**config.mk**
```make
export PLATFORM = sky130hd
export DESIGN_NAME = jtag_dmi_top
export DESIGN_NICKNAME = d
export VERILOG_FILES = /design/src/rtl/dtm_pkg.sv /design/src/rtl/jtag_tap.sv /design/src/rtl/dmi_dtm.sv /design/src/rtl/dmi_req_fifo.sv /design/src/rtl/dm_regfile.sv /design/src/rtl/jtag_dmi_top.sv
export VERILOG_INCLUDE_DIRS = /design/src /design/src/include
export SDC_FILE = /design/constraint.sdc
export NUM_CORES = 1
export LEC_CHECK = 0
export BUFFER_PORTS_ARGS = -buffer_cell sky130_fd_sc_hd__buf_2
export CORE_UTILIZATION = 35
export DETAILED_ROUTE_END_ITERATION = 16
export GPL_ROUTABILITY_DRIVEN = 0
export HOLD_SLACK_MARGIN = 0.1
export PLACE_DENSITY_LB_ADDON = 0.08
export SETUP_SLACK_MARGIN = 0.1
export SYNTH_ARGS = -nofsm -noshare
export SYNTH_HDL_FRONTEND = slang
export SYNTH_SLANG_ARGS = --single-unit
export TNS_END_PERCENT = 100
```
**constraint.sdc**
```tcl
create_clock -name tck_i -period 3.5 [get_ports tck_i]
set_clock_uncertainty 0.2 [all_clocks]
set_input_delay 0.525 -clock tck_i [delete_from_list [all_inputs] [get_ports tck_i]]
set_output_delay 0.525 -clock tck_i [all_outputs]
set_load 0.1 [all_outputs]
```
**src/include/dtm_cfg.svh**
```systemverilog
// JTAG debug transport configuration
// identification value, TAP instruction length and DMI sizing

`ifndef DTM_CFG_SVH
`define DTM_CFG_SVH

// --------------------
// TAP
// --------------------
// jedec style idcode, lsb must stay set
`define DTM_IDCODE 32'h1000_0DB3
`define DTM_IR_LEN 5

// --------------------
// DMI
// --------------------
`define DMI_ABITS 7
// request buffer entries between DTM and register file
`define DMI_FIFO_DEPTH 2
// words in the debug register file
`define DM_NUM_REGS 8

`endif

```
**src/rtl/dtm_pkg.sv**
```systemverilog
// DMI transport types
// request and response words, DTMCS layout and the DMI scan register views

`include "dtm_cfg.svh"

package dtm_pkg;

  typedef enum logic [1:0] {
    op_nop   = 2'd0,
    op_read  = 2'd1,
    op_write = 2'd2
  } dmi_op_e;

  // same encoding serves as the sticky dmistat value
  typedef enum logic [1:0] {
    resp_success = 2'd0,
    resp_error   = 2'd2,
    resp_busy    = 2'd3
  } dmi_resp_e;

  typedef struct packed {
    logic [`DMI_ABITS-1:0] addr;
    logic [31:0]           data;
    dmi_op_e               op;
  } dmi_req_t;

  typedef struct packed {
    logic [31:0] data;
    dmi_resp_e   resp;
  } dmi_resp_t;

  // status view of the DMI register as captured for shift-out
  typedef struct packed {
    logic [`DMI_ABITS-1:0] addr;
    logic [31:0]           data;
    dmi_resp_e             status;
  } dmi_status_t;

  // one 41 bit scan register, low two bits are op on update, status on capture
  typedef union packed {
    dmi_req_t    req;
    dmi_status_t status;
  } dmi_dr_u;

  typedef struct packed {
    logic [13:0] zero1;
    logic        dmihardreset;
    logic        dmireset;
    logic        zero0;
    logic [2:0]  idle;
    logic [1:0]  dmistat;
    logic [5:0]  abits;
    logic [3:0]  version;
  } dtmcs_t;

endpackage

```
**src/rtl/jtag_tap.sv**
```systemverilog
// JTAG TAP controller
// sixteen state TAP FSM, instruction register, IDCODE and BYPASS registers,
// data register strobes toward the DTM and falling edge TDO output

`timescale 1ns/1ps
`include "dtm_cfg.svh"

module jtag_tap (
  input  logic tck_i,
  input  logic trst_ni,
  input  logic tms_i,
  input  logic td_i,
  output logic td_o,
  output logic tdo_oe_o,
  output logic capture_o,
  output logic shift_o,
  output logic update_o,
  output logic dmi_clear_o,
  output logic dtmcs_select_o,
  output logic dmi_select_o,
  input  logic dtmcs_tdo_i,
  input  logic dmi_tdo_i
);

  localparam logic [`DTM_IR_LEN-1:0] ir_idcode = `DTM_IR_LEN'h01;
  localparam logic [`DTM_IR_LEN-1:0] ir_dtmcs  = `DTM_IR_LEN'h10;
  localparam logic [`DTM_IR_LEN-1:0] ir_dmi    = `DTM_IR_LEN'h11;

  typedef enum logic [3:0] {
    test_logic_reset, run_test_idle,
    select_dr_scan, capture_dr, shift_dr, exit1_dr, pause_dr, exit2_dr, update_dr,
    select_ir_scan, capture_ir, shift_ir, exit1_ir, pause_ir, exit2_ir, update_ir
  } tap_state_e;

  tap_state_e state_d, state_q;

  logic [`DTM_IR_LEN-1:0] ir_shift_q, ir_q;
  logic [31:0]            idcode_q;
  logic                   bypass_q;
  logic                   idcode_select;
  logic                   tdo_mux;

  // --------------------
  // TAP state machine
  // --------------------
  always_comb begin
    state_d = state_q;
    case (state_q)
      test_logic_reset: state_d = tms_i ? test_logic_reset : run_test_idle;
      run_test_idle:    state_d = tms_i ? select_dr_scan : run_test_idle;
      select_dr_scan:   state_d = tms_i ? select_ir_scan : capture_dr;
      capture_dr:       state_d = tms_i ? exit1_dr : shift_dr;
      shift_dr:         state_d = tms_i ? exit1_dr : shift_dr;
      exit1_dr:         state_d = tms_i ? update_dr : pause_dr;
      pause_dr:         state_d = tms_i ? exit2_dr : pause_dr;
      exit2_dr:         state_d = tms_i ? update_dr : shift_dr;
      update_dr:        state_d = tms_i ? select_dr_scan : run_test_idle;
      select_ir_scan:   state_d = tms_i ? test_logic_reset : capture_ir;
      capture_ir:       state_d = tms_i ? exit1_ir : shift_ir;
      shift_ir:         state_d = tms_i ? exit1_ir : shift_ir;
      exit1_ir:         state_d = tms_i ? update_ir : pause_ir;
      pause_ir:         state_d = tms_i ? exit2_ir : pause_ir;
      exit2_ir:         state_d = tms_i ? update_ir : shift_ir;
      update_ir:        state_d = tms_i ? select_dr_scan : run_test_idle;
      default:          state_d = test_logic_reset;
    endcase
  end

  always_ff @(posedge tck_i or negedge trst_ni) begin
    if (!trst_ni) begin
      state_q <= test_logic_reset;
    end else begin
      state_q <= state_d;
    end
  end

  // --------------------
  // instruction register
  // --------------------
  always_ff @(posedge tck_i or negedge trst_ni) begin
    if (!trst_ni) begin
      ir_shift_q <= '0;
      ir_q       <= ir_idcode;
    end else begin
      // capture pattern ends in 01 as required by the standard
      if (state_q == capture_ir) begin
        ir_shift_q <= `DTM_IR_LEN'(1);
      end else if (state_q == shift_ir) begin
        ir_shift_q <= {td_i, ir_shift_q[`DTM_IR_LEN-1:1]};
      end
      if (state_q == test_logic_reset) begin
        ir_q <= ir_idcode;
      end else if (state_q == update_ir) begin
        ir_q <= ir_shift_q;
      end
    end
  end

  assign idcode_select  = (ir_q == ir_idcode);
  assign dtmcs_select_o = (ir_q == ir_dtmcs);
  assign dmi_select_o   = (ir_q == ir_dmi);

  // --------------------
  // IDCODE and BYPASS
  // --------------------
  always_ff @(posedge tck_i or negedge trst_ni) begin
    if (!trst_ni) begin
      idcode_q <= `DTM_IDCODE;
      bypass_q <= 1'b0;
    end else begin
      if (state_q == capture_dr) begin
        idcode_q <= `DTM_IDCODE;
        bypass_q <= 1'b0;
      end else if (state_q == shift_dr) begin
        idcode_q <= {td_i, idcode_q[31:1]};
        bypass_q <= td_i;
      end
    end
  end

  // strobes for the DTM registers
  assign capture_o   = (state_q == capture_dr);
  assign shift_o     = (state_q == shift_dr);
  assign update_o    = (state_q == update_dr);
  assign dmi_clear_o = (state_q == test_logic_reset);

  // --------------------
  // TDO
  // --------------------
  always_comb begin
    if (state_q == shift_ir) begin
      tdo_mux = ir_shift_q[0];
    end else if (idcode_select) begin
      tdo_mux = idcode_q[0];
    end else if (dtmcs_select_o) begin
      tdo_mux = dtmcs_tdo_i;
    end else if (dmi_select_o) begin
      tdo_mux = dmi_tdo_i;
    end else begin
      // every unknown code falls back to bypass
      tdo_mux = bypass_q;
    end
  end

  // launch on falling edge so the host samples a stable bit on the rising edge
  always_ff @(negedge tck_i or negedge trst_ni) begin
    if (!trst_ni) begin
      td_o <= 1'b0;
    end else begin
      td_o <= tdo_mux;
    end
  end

  assign tdo_oe_o = (state_q == shift_ir) || (state_q == shift_dr);

endmodule

```
**src/rtl/dmi_dtm.sv**
```systemverilog
// DMI debug transport module
// holds DTMCS and the DMI scan register, turns each DMI update into a
// request and keeps the sticky error reported through dmistat

`timescale 1ns/1ps
`include "dtm_cfg.svh"

module dmi_dtm (
  input  logic                tck_i,
  input  logic                trst_ni,
  input  logic                td_i,
  input  logic                capture_i,
  input  logic                shift_i,
  input  logic                update_i,
  input  logic                dmi_clear_i,
  input  logic                dtmcs_select_i,
  input  logic                dmi_select_i,
  output logic                dtmcs_tdo_o,
  output logic                dmi_tdo_o,
  output dtm_pkg::dmi_req_t   req_o,
  output logic                req_valid_o,
  input  logic                req_ready_i,
  input  dtm_pkg::dmi_resp_t  resp_i,
  input  logic                resp_valid_i,
  output logic                fifo_clear_o
);

  typedef enum logic [1:0] {st_idle, st_req, st_wait} state_e;

  state_e              state_d, state_q;
  dtm_pkg::dtmcs_t     dtmcs_d, dtmcs_q;
  dtm_pkg::dmi_dr_u    dr_d, dr_q;
  dtm_pkg::dmi_req_t   req_d, req_q;
  dtm_pkg::dmi_resp_e  error_d, error_q;
  logic                dmi_clear;
  logic                busy_now;
  logic                resp_busy;
  logic                op_failed;

  // test logic reset or a dmihardreset write wipes the whole DMI path
  assign dmi_clear    = dmi_clear_i || (dtmcs_select_i && update_i && dtmcs_q.dmihardreset);
  assign fifo_clear_o = dmi_clear;

  // DMI scan started while a request is still in flight
  assign busy_now = dmi_select_i && (capture_i || update_i) && (state_q != st_idle);

  assign req_o       = req_q;
  assign req_valid_o = (state_q == st_req);
  assign dtmcs_tdo_o = dtmcs_q[0];
  assign dmi_tdo_o   = dr_q[0];

  // --------------------
  // DTMCS
  // --------------------
  always_comb begin
    dtmcs_d = dtmcs_q;
    if (dtmcs_select_i && capture_i) begin
      dtmcs_d         = '0;
      dtmcs_d.idle    = 3'd1;
      dtmcs_d.dmistat = error_q;
      dtmcs_d.abits   = 6'(`DMI_ABITS);
      dtmcs_d.version = 4'd1;
    end else if (dtmcs_select_i && shift_i) begin
      dtmcs_d = {td_i, dtmcs_q[31:1]};
    end
  end

  // --------------------
  // request FSM
  // --------------------
  always_comb begin
    state_d   = state_q;
    req_d     = req_q;
    error_d   = error_q;
    resp_busy = 1'b0;
    op_failed = 1'b0;
    if (dmi_clear) begin
      state_d = st_idle;
      req_d   = '0;
      error_d = dtm_pkg::resp_success;
    end else begin
      case (state_q)
        st_idle: begin
          // nop scans and scans under a sticky error are dropped
          if (dmi_select_i && update_i && (error_q == dtm_pkg::resp_success) &&
              (dr_q.req.op inside {dtm_pkg::op_read, dtm_pkg::op_write})) begin
            req_d   = dr_q.req;
            state_d = st_req;
          end
        end
        st_req: begin
          if (req_ready_i) begin
            state_d = st_wait;
          end
        end
        st_wait: begin
          if (resp_valid_i) begin
            state_d = st_idle;
            case (resp_i.resp)
              dtm_pkg::resp_success: begin
                if (req_q.op == dtm_pkg::op_read) begin
                  req_d.data = resp_i.data;
                end
              end
              dtm_pkg::resp_error: begin
                req_d.data = 32'hdead_beef;
                op_failed  = 1'b1;
              end
              default: resp_busy = 1'b1;
            endcase
          end
        end
        default: state_d = st_idle;
      endcase
      // first error wins until dmireset
      if ((busy_now || resp_busy) && (error_q == dtm_pkg::resp_success)) begin
        error_d = dtm_pkg::resp_busy;
      end
      if (op_failed && (error_q == dtm_pkg::resp_success)) begin
        error_d = dtm_pkg::resp_error;
      end
      if (dtmcs_select_i && update_i && dtmcs_q.dmireset) begin
        error_d = dtm_pkg::resp_success;
      end
    end
  end

  // --------------------
  // DMI scan register
  // --------------------
  always_comb begin
    dr_d = dr_q;
    if (dmi_clear) begin
      dr_d = '0;
    end else if (dmi_select_i && capture_i) begin
      dr_d.status.addr   = req_q.addr;
      dr_d.status.data   = req_q.data;
      // a capture that collides with a busy DTM already reports busy
      dr_d.status.status = busy_now ? dtm_pkg::resp_busy : error_q;
    end else if (dmi_select_i && shift_i) begin
      dr_d = {td_i, dr_q[$bits(dr_q)-1:1]};
    end
  end

  always_ff @(posedge tck_i or negedge trst_ni) begin
    if (!trst_ni) begin
      state_q <= st_idle;
      error_q <= dtm_pkg::resp_success;
      dtmcs_q <= '0;
      dr_q    <= '0;
      req_q   <= '0;
    end else begin
      state_q <= state_d;
      error_q <= error_d;
      dtmcs_q <= dtmcs_d;
      dr_q    <= dr_d;
      req_q   <= req_d;
    end
  end

endmodule

```
**src/rtl/dmi_req_fifo.sv**
```systemverilog
// DMI request buffer
// small circular FIFO between the DTM and the register file with valid/ready
// on both sides and a synchronous flush

`timescale 1ns/1ps
`include "dtm_cfg.svh"

module dmi_req_fifo (
  input  logic               tck_i,
  input  logic               trst_ni,
  input  logic               clear_i,
  input  logic               push_valid_i,
  output logic               push_ready_o,
  input  dtm_pkg::dmi_req_t  push_req_i,
  output logic               pop_valid_o,
  input  logic               pop_ready_i,
  output dtm_pkg::dmi_req_t  pop_req_o
);

  localparam int unsigned depth = `DMI_FIFO_DEPTH;
  localparam int unsigned ptr_w = (depth > 1) ? $clog2(depth) : 1;
  localparam int unsigned cnt_w = $clog2(depth + 1);

  dtm_pkg::dmi_req_t mem_q [depth];
  logic [ptr_w-1:0]  wr_ptr_q, rd_ptr_q;
  logic [cnt_w-1:0]  count_q;
  logic              push;
  logic              pop;

  assign push_ready_o = (count_q != cnt_w'(depth));
  assign pop_valid_o  = (count_q != '0);
  assign pop_req_o    = mem_q[rd_ptr_q];

  assign push = push_valid_i && push_ready_o;
  assign pop  = pop_valid_o && pop_ready_i;

  // storage, entry is visible at the output right after the push edge
  always_ff @(posedge tck_i) begin
    if (push) begin
      mem_q[wr_ptr_q] <= push_req_i;
    end
  end

  always_ff @(posedge tck_i or negedge trst_ni) begin
    if (!trst_ni) begin
      wr_ptr_q <= '0;
      rd_ptr_q <= '0;
      count_q  <= '0;
    end else if (clear_i) begin
      wr_ptr_q <= '0;
      rd_ptr_q <= '0;
      count_q  <= '0;
    end else begin
      if (push) begin
        wr_ptr_q <= (wr_ptr_q == ptr_w'(depth - 1)) ? '0 : wr_ptr_q + 1'b1;
      end
      if (pop) begin
        rd_ptr_q <= (rd_ptr_q == ptr_w'(depth - 1)) ? '0 : rd_ptr_q + 1'b1;
      end
      // simultaneous push and pop leaves occupancy unchanged
      if (push && !pop) begin
        count_q <= count_q + 1'b1;
      end else if (pop && !push) begin
        count_q <= count_q - 1'b1;
      end
    end
  end

endmodule

```
**src/rtl/dm_regfile.sv**
```systemverilog
// debug register file
// eight read/write words behind the DMI, one request in flight,
// response valid for the single cycle after the pop

`timescale 1ns/1ps
`include "dtm_cfg.svh"

module dm_regfile (
  input  logic               tck_i,
  input  logic               trst_ni,
  input  logic               req_valid_i,
  output logic               req_ready_o,
  input  dtm_pkg::dmi_req_t  req_i,
  output dtm_pkg::dmi_resp_t resp_o,
  output logic               resp_valid_o
);

  localparam int unsigned idx_w = $clog2(`DM_NUM_REGS);

  logic [31:0]        regs_q [`DM_NUM_REGS];
  dtm_pkg::dmi_resp_t resp_q;
  logic               resp_valid_q;
  logic               accept;
  logic               in_range;
  logic [idx_w-1:0]   idx;

  // one outstanding response at a time
  assign req_ready_o  = !resp_valid_q;
  assign accept       = req_valid_i && req_ready_o;
  assign in_range     = (req_i.addr < `DMI_ABITS'(`DM_NUM_REGS));
  assign idx          = req_i.addr[idx_w-1:0];
  assign resp_o       = resp_q;
  assign resp_valid_o = resp_valid_q;

  always_ff @(posedge tck_i or negedge trst_ni) begin
    if (!trst_ni) begin
      resp_valid_q <= 1'b0;
      for (int i = 0; i < `DM_NUM_REGS; i++) begin
        regs_q[i] <= '0;
      end
    end else begin
      resp_valid_q <= accept;
      if (accept && in_range && (req_i.op == dtm_pkg::op_write)) begin
        regs_q[idx] <= req_i.data;
      end
    end
  end

  // --------------------
  // response payload
  // --------------------
  always_ff @(posedge tck_i) begin
    if (accept) begin
      if (!in_range) begin
        // out of range, nothing touched
        resp_q.data <= '0;
        resp_q.resp <= dtm_pkg::resp_error;
      end else if (req_i.op == dtm_pkg::op_read) begin
        resp_q.data <= regs_q[idx];
        resp_q.resp <= dtm_pkg::resp_success;
      end else begin
        // writes answer with zero data
        resp_q.data <= '0;
        resp_q.resp <= dtm_pkg::resp_success;
      end
    end
  end

endmodule

```
**src/rtl/jtag_dmi_top.sv**
```systemverilog
// JTAG debug transport top level
// TAP, DTM, request FIFO and debug register file on the JTAG pins

`timescale 1ns/1ps

module jtag_dmi_top (
  input  logic tck_i,
  input  logic trst_ni,
  input  logic tms_i,
  input  logic td_i,
  output logic td_o,
  output logic tdo_oe_o
);

  // TAP to DTM
  logic capture, shift, update, dmi_clear;
  logic dtmcs_select, dmi_select;
  logic dtmcs_tdo, dmi_tdo;

  // DTM to FIFO
  dtm_pkg::dmi_req_t  dtm_req;
  logic               dtm_req_valid, dtm_req_ready, fifo_clear;

  // FIFO to register file and response back
  dtm_pkg::dmi_req_t  rf_req;
  logic               rf_req_valid, rf_req_ready;
  dtm_pkg::dmi_resp_t rf_resp;
  logic               rf_resp_valid;

  jtag_tap u_jtag_tap (
    .tck_i, .trst_ni, .tms_i, .td_i, .td_o, .tdo_oe_o,
    .capture_o (capture), .shift_o (shift), .update_o (update),
    .dmi_clear_o (dmi_clear), .dtmcs_select_o (dtmcs_select), .dmi_select_o (dmi_select),
    .dtmcs_tdo_i (dtmcs_tdo), .dmi_tdo_i (dmi_tdo)
  );

  dmi_dtm u_dmi_dtm (
    .tck_i, .trst_ni, .td_i,
    .capture_i (capture), .shift_i (shift), .update_i (update),
    .dmi_clear_i (dmi_clear), .dtmcs_select_i (dtmcs_select), .dmi_select_i (dmi_select),
    .dtmcs_tdo_o (dtmcs_tdo), .dmi_tdo_o (dmi_tdo),
    .req_o (dtm_req), .req_valid_o (dtm_req_valid), .req_ready_i (dtm_req_ready),
    .resp_i (rf_resp), .resp_valid_i (rf_resp_valid), .fifo_clear_o (fifo_clear)
  );

  dmi_req_fifo u_dmi_req_fifo (
    .tck_i, .trst_ni, .clear_i (fifo_clear),
    .push_valid_i (dtm_req_valid), .push_ready_o (dtm_req_ready), .push_req_i (dtm_req),
    .pop_valid_o (rf_req_valid), .pop_ready_i (rf_req_ready), .pop_req_o (rf_req)
  );

  dm_regfile u_dm_regfile (
    .tck_i, .trst_ni,
    .req_valid_i (rf_req_valid), .req_ready_o (rf_req_ready), .req_i (rf_req),
    .resp_o (rf_resp), .resp_valid_o (rf_resp_valid)
  );

endmodule

```
**Word-level counts from Yosys, hierarchy flattened**

Memory sizes are Yosys's and may differ from the RTL's.
Cells that the tools add are included.

- Muxes and demuxes: 73
- Equality and inequality tests: 32
- Bitwise operators: 1
- $lt $le $gt $ge: 3
- $add $sub $neg: 4
- Reductions and logical operators: 55

Operators with widths:

| operator | number |
|---|---|
| $mux W32 | 9 |
| $bwmux W256 | 1 |
| $mux W41 | 5 |
| $pmux W32 S2 | 2 |
| $bmux W32 S3 | 1 |
| $demux W32 S3 | 1 |
| $pmux W4 S12 | 1 |
| $eq A4 B4 Y1 const B | 8 |
| $mux W2 | 16 |
| $mux W1 | 25 |
| $reduce_bool A2 Y1 | 11 |
| $logic_and A1 B1 Y1 | 21 |
| $mux W5 | 4 |
| $eq A4 B3 Y1 const B | 4 |
| $mux W4 | 4 |
| $eq A5 B5 Y1 const B | 2 |
| $reduce_bool A3 Y1 | 3 |
| $eq A2 B1 Y1 const B | 4 |
| $eq A2 B2 Y1 const B | 4 |
| $eq A4 B2 Y1 const B | 2 |
| $lt A7 B4 Y1 const B | 1 |
| $mux W7 | 1 |
| $logic_not A2 Y1 | 3 |
| $mux W3 | 2 |
| other kinds (23) | 33 |

- Register bits after elaboration: 461
- Bits in writable memories: 82
- Memories kept: 1
- Output and inout bits: 2

Memory list:

| name | depth | width | read ports | clocked after Yosys merged registers in | write ports | line | RTL |
|---|---|---|---|---|---|---|---|
| u_dmi_req_fifo.mem_q | 2 | 41 | 1 | 0 | 1 | dmi_req_fifo.sv:24 | `dtm_pkg::dmi_req_t mem_q [depth];` |

**Longest topological paths before layout**

- Word-level depth: 12
- Mapped depth: 10
- Mapped depth without buffers: 5

**Hierarchy**

A second synthesis with hierarchy kept.

- Cell total of the unflattened synthesis: 1789
- Area total of the unflattened synthesis: 24300.8 µm²

By module, submodules not included:

| module | instances | seq. area each (µm²) | area an instance (µm²) | cells each |
|---|---|---|---|---|
| dm_regfile | 1 | 7422.1 | 13360.3 | 853 |
| dmi_dtm | 1 | 2952.8 | 5665.4 | 603 |
| dmi_req_fifo | 1 | 2562.5 | 3238.1 | 152 |
| jtag_tap | 1 | 1188.6 | 2037.0 | 181 |

==> impl_metrics.yaml <==
sta:
  slew_viol_final: 0
  rsz0062_at_grt: "yes"
  setup_viol: 1
  tightestPinTransition_ps: 935.0
  final_hold_viol_count: 0
  setup_tns_ps: -204.0
  setup_slack_ps: -204.0
  slew_headroom: 0.3728
  whs_ps: 243.1
critical_path:
  crit_arrival_ps: 2980
  crit-reg2reg-launch: "u_jtag_tap.ir_q[0]"
  reg2reg_to: "u_jtag_tap.td_o"
  cp_max_fo: 1
  cp.required_ps: 2770
  start_kind: "flip-flop"
  slowest_stage: "dfrtn_1"
  cpPeakStageDelay_ps: 450
  endpoint_kind: "primary output"
  cp_num_buf_inv: 1
  reg2regPathDepth: 5
  crit_type: "flip-flop to primary output"
  cp_cell_sequence: "buf_12"
  crit_family: "flip-flops"
  worst-r2r-setup-slack_ps: 210
synth:
  yosys.cell_types.count: 73
  yosysTopAreaCell: "dfrtp_1"
  netlist_top_cells_count: "415 x dfrtp_1, 269 x a21oi_1, 261 x nor2_1"
  synth_top_area_share: 0.4251
  synth.avg_cell_area_sq_um: 11.09
  synth_edf_count: 115
  yosys-top-cells-area: "dfrtp_1 43%, edfxtp_1 14%, mux2_2 7.3%, a21oi_1 5.5%, nor2_1 4.0%"
  yosys_warnings: 0
  netlist_instances: 2203
  netlist_area_sq_um: 24430
  ys_ff_latch: 541
  synth_nets: 2207
  yosysSeqAreaShare: 0.5782
  synthFlopType: "dfrtp_1"
  synth_most_common_cell: "dfrtp_1"
  ys_async_sr_fraction: 0.7874
job:
  drv_cap: 0
detailed_routing:
  wl_met3_um: 3234
  ant_nets: 0
  highest_layer: "met4"
  drtIter0Drc: 1296
  post_drt_via_cell_ratio: 5.564
  post_drt_wl_per_cell_um: 24.23
  drc_errors: 0
  drt-met1-wl_um: 34600
  firstDrtPassIters: 5
  via_count: 17650
  routed_wl_um: 76870
  wl_met2_um: 36910
global_route:
  overflow: 0
  first_global_vias: 17820
  antenna_found_initial: 0
  grt_first_pass_wirelength_um: 116600
  grt_usage: 0.2210
  grt_max_degree: 129
power_and_ir_drop:
  leakagePower_nw: 11.57
  power_density_nw_per_um2: 656.4
  ir_drop_uv: 643.3
final_layout:
  n_antenna_cell: 0
  drive_gt1_frac: 0.1909
  syn_to_final_growth_pct: 14.42
  utilization: 0.4062
  nNetsFinal: 2194
  finalInstanceArea_sq_um: 27950
floorplanning:
  die_y_um: 266.2
  placementRows: 96
  die_area_sq_um: 70870
  dieWidth_um: 266.2
  initial_core_util: 0.3550
  ios: 6
  coreArea_sq_um: 68830
clocking:
  cts_buffer_depth: 3
  root_buffer: "clkbuf_16"
  cts_buffers: 66
  cts.clk_slew.worst_paths_ps: 50
  clkLatencyLatePin_ps: 600
  cts_tree: "built"
  clock_sinks: 541
  htreeDepth: 3
placement:
  place_hpwl_um: 43990
  io_buffers: 5
  placed_area_sq_um: 25810
outcome:
  outcome: "finished with violations"
  violations: "negative setup slack"
hold_path:
  worstHoldPathType: "input pin to async pin"
==> cell families after synthesis <==
group | synth area share
compound gates | 0.1661
buf+inv | 0.03759
mux | 0.09766
simple gates | 0.1183
flops | 0.5782
xor+xnor | 0.002151
==> per-layer routing <==
layer / track usage / up-vias
li1: - / 8027
met1: 0.2975 / 9086
met2: 0.3655 / 411
met3: 0.03484 / 129
met4: 0.06664 / 0
met5: 0 / -
==> sequential cells by signal, indices dropped and copies added, names as in the netlist <==
| register | count |
|---|---|
| u_dmi_req_fifo.wr_ptr_q | 1 |
| u_dm_regfile.regs_q | 256 |
| u_jtag_tap.td_o | 1 |
| u_jtag_tap.state_q | 4 |
| u_dmi_dtm.req_o | 41 |
| u_jtag_tap.ir_q | 5 |
| u_dmi_req_fifo.rd_ptr_q | 1 |
| u_dmi_dtm.state_q | 2 |
| u_dm_regfile.resp_valid_o | 1 |
| u_jtag_tap.idcode_q | 32 |
| u_dmi_req_fifo.mem_q | 82 |
| u_dmi_dtm.dtmcs_q | 31 |
| u_dmi_dtm.dr_q | 41 |
| u_jtag_tap.ir_shift_q | 5 |
| u_dm_regfile.resp_o | 33 |
| u_dmi_dtm.error_q | 2 |
| u_dmi_req_fifo.count_q | 2 |
| u_dmi_dtm.dtmcs_tdo_o | 1 |
==> layout make-up <==
cell class,instances,area [sq um]
flip-flops and latches,541,14130
repair buffers,102,973.4
fillers,6575,40870
clock buffers,98,1939
well taps,931,1165
multi-input cells,1471,9548
clock inverters,22,168.9
inverters,8,30.03
==> layout by cell type (no fill, tap or decap), types with 10 or more instances in the layout <==
| cell | n |
|---|---|
| mux2i_1 | 57 |
| o211ai_1 | 25 |
| dfstp_2 | 10 |
| buf_4 | 79 |
| clkinv_2 | 15 |
| nand2_1 | 228 |
| clkbuf_16 | 72 |
| nor3b_1 | 20 |
| nand3_1 | 11 |
| nor2_1 | 259 |
| edfxtp_1 | 115 |
| o21ai_0 | 51 |
| a21oi_1 | 269 |
| nor3_1 | 16 |
| a21oi_2 | 28 |
| a311oi_1 | 39 |
| or3_1 | 25 |
| a22o_1 | 10 |
| nand3b_1 | 25 |
| mux2_2 | 158 |
| buf_12 | 16 |
| o21a_1 | 25 |
| a221o_1 | 19 |
| dfrtp_1 | 414 |
| clkbuf_1 | 22 |
| a221oi_1 | 86 |
==> stage by stage <==
step,worst slack (ps),power (W),cells
5_1_grt,-242.6,0.01917,3173
3_5_place_dp,179.8,0.01178,3050
6_report,-204.0,0.01835,3173
4_1_cts,-234.5,0.01856,3173
3_3_place_gp,145.7,0.01175,3050
2_1_floorplan,76.34,0.01003,2203
==> what timing repair did <==
action                                  in CTS  in global routing
gates resized for setup                      0                  2
endpoints found under the hold margin       31                  0
pin swaps                                    0                  0
hold buffers                                 3                  0
gates cloned                                 0                  0
setup buffers                                0                  0
endpoints found under the setup margin       1                  2
==> worst max-delay path by stage <==
stage                             from              end  slack, ps  cells past startpoint
global placement    u_jtag_tap.ir_q[0]  u_jtag_tap.td_o        150                      5
global route           u_jtag_tap.td_o             td_o       -240                      1
finish                 u_jtag_tap.td_o             td_o       -200                      1
detailed placement  u_jtag_tap.ir_q[2]  u_jtag_tap.td_o        180                      6
CTS                    u_jtag_tap.td_o             td_o       -230                      1
floorplan              u_jtag_tap.td_o             td_o         80                      0
==> power breakdown <==
part / internal (W) / total [W] / switching (W) / leakage, nW
Clock: 0.00399 / 0.00668 / 0.00269 / 1.05
Sequential: 0.00699 / 0.00741 / 0.000414 / 6.81
Combinational: 0.00141 / 0.00426 / 0.00285 / 3.72
Total: 0.0124 / 0.0184 / 0.00595 / 11.6
(Power assumes the default switching activity.)
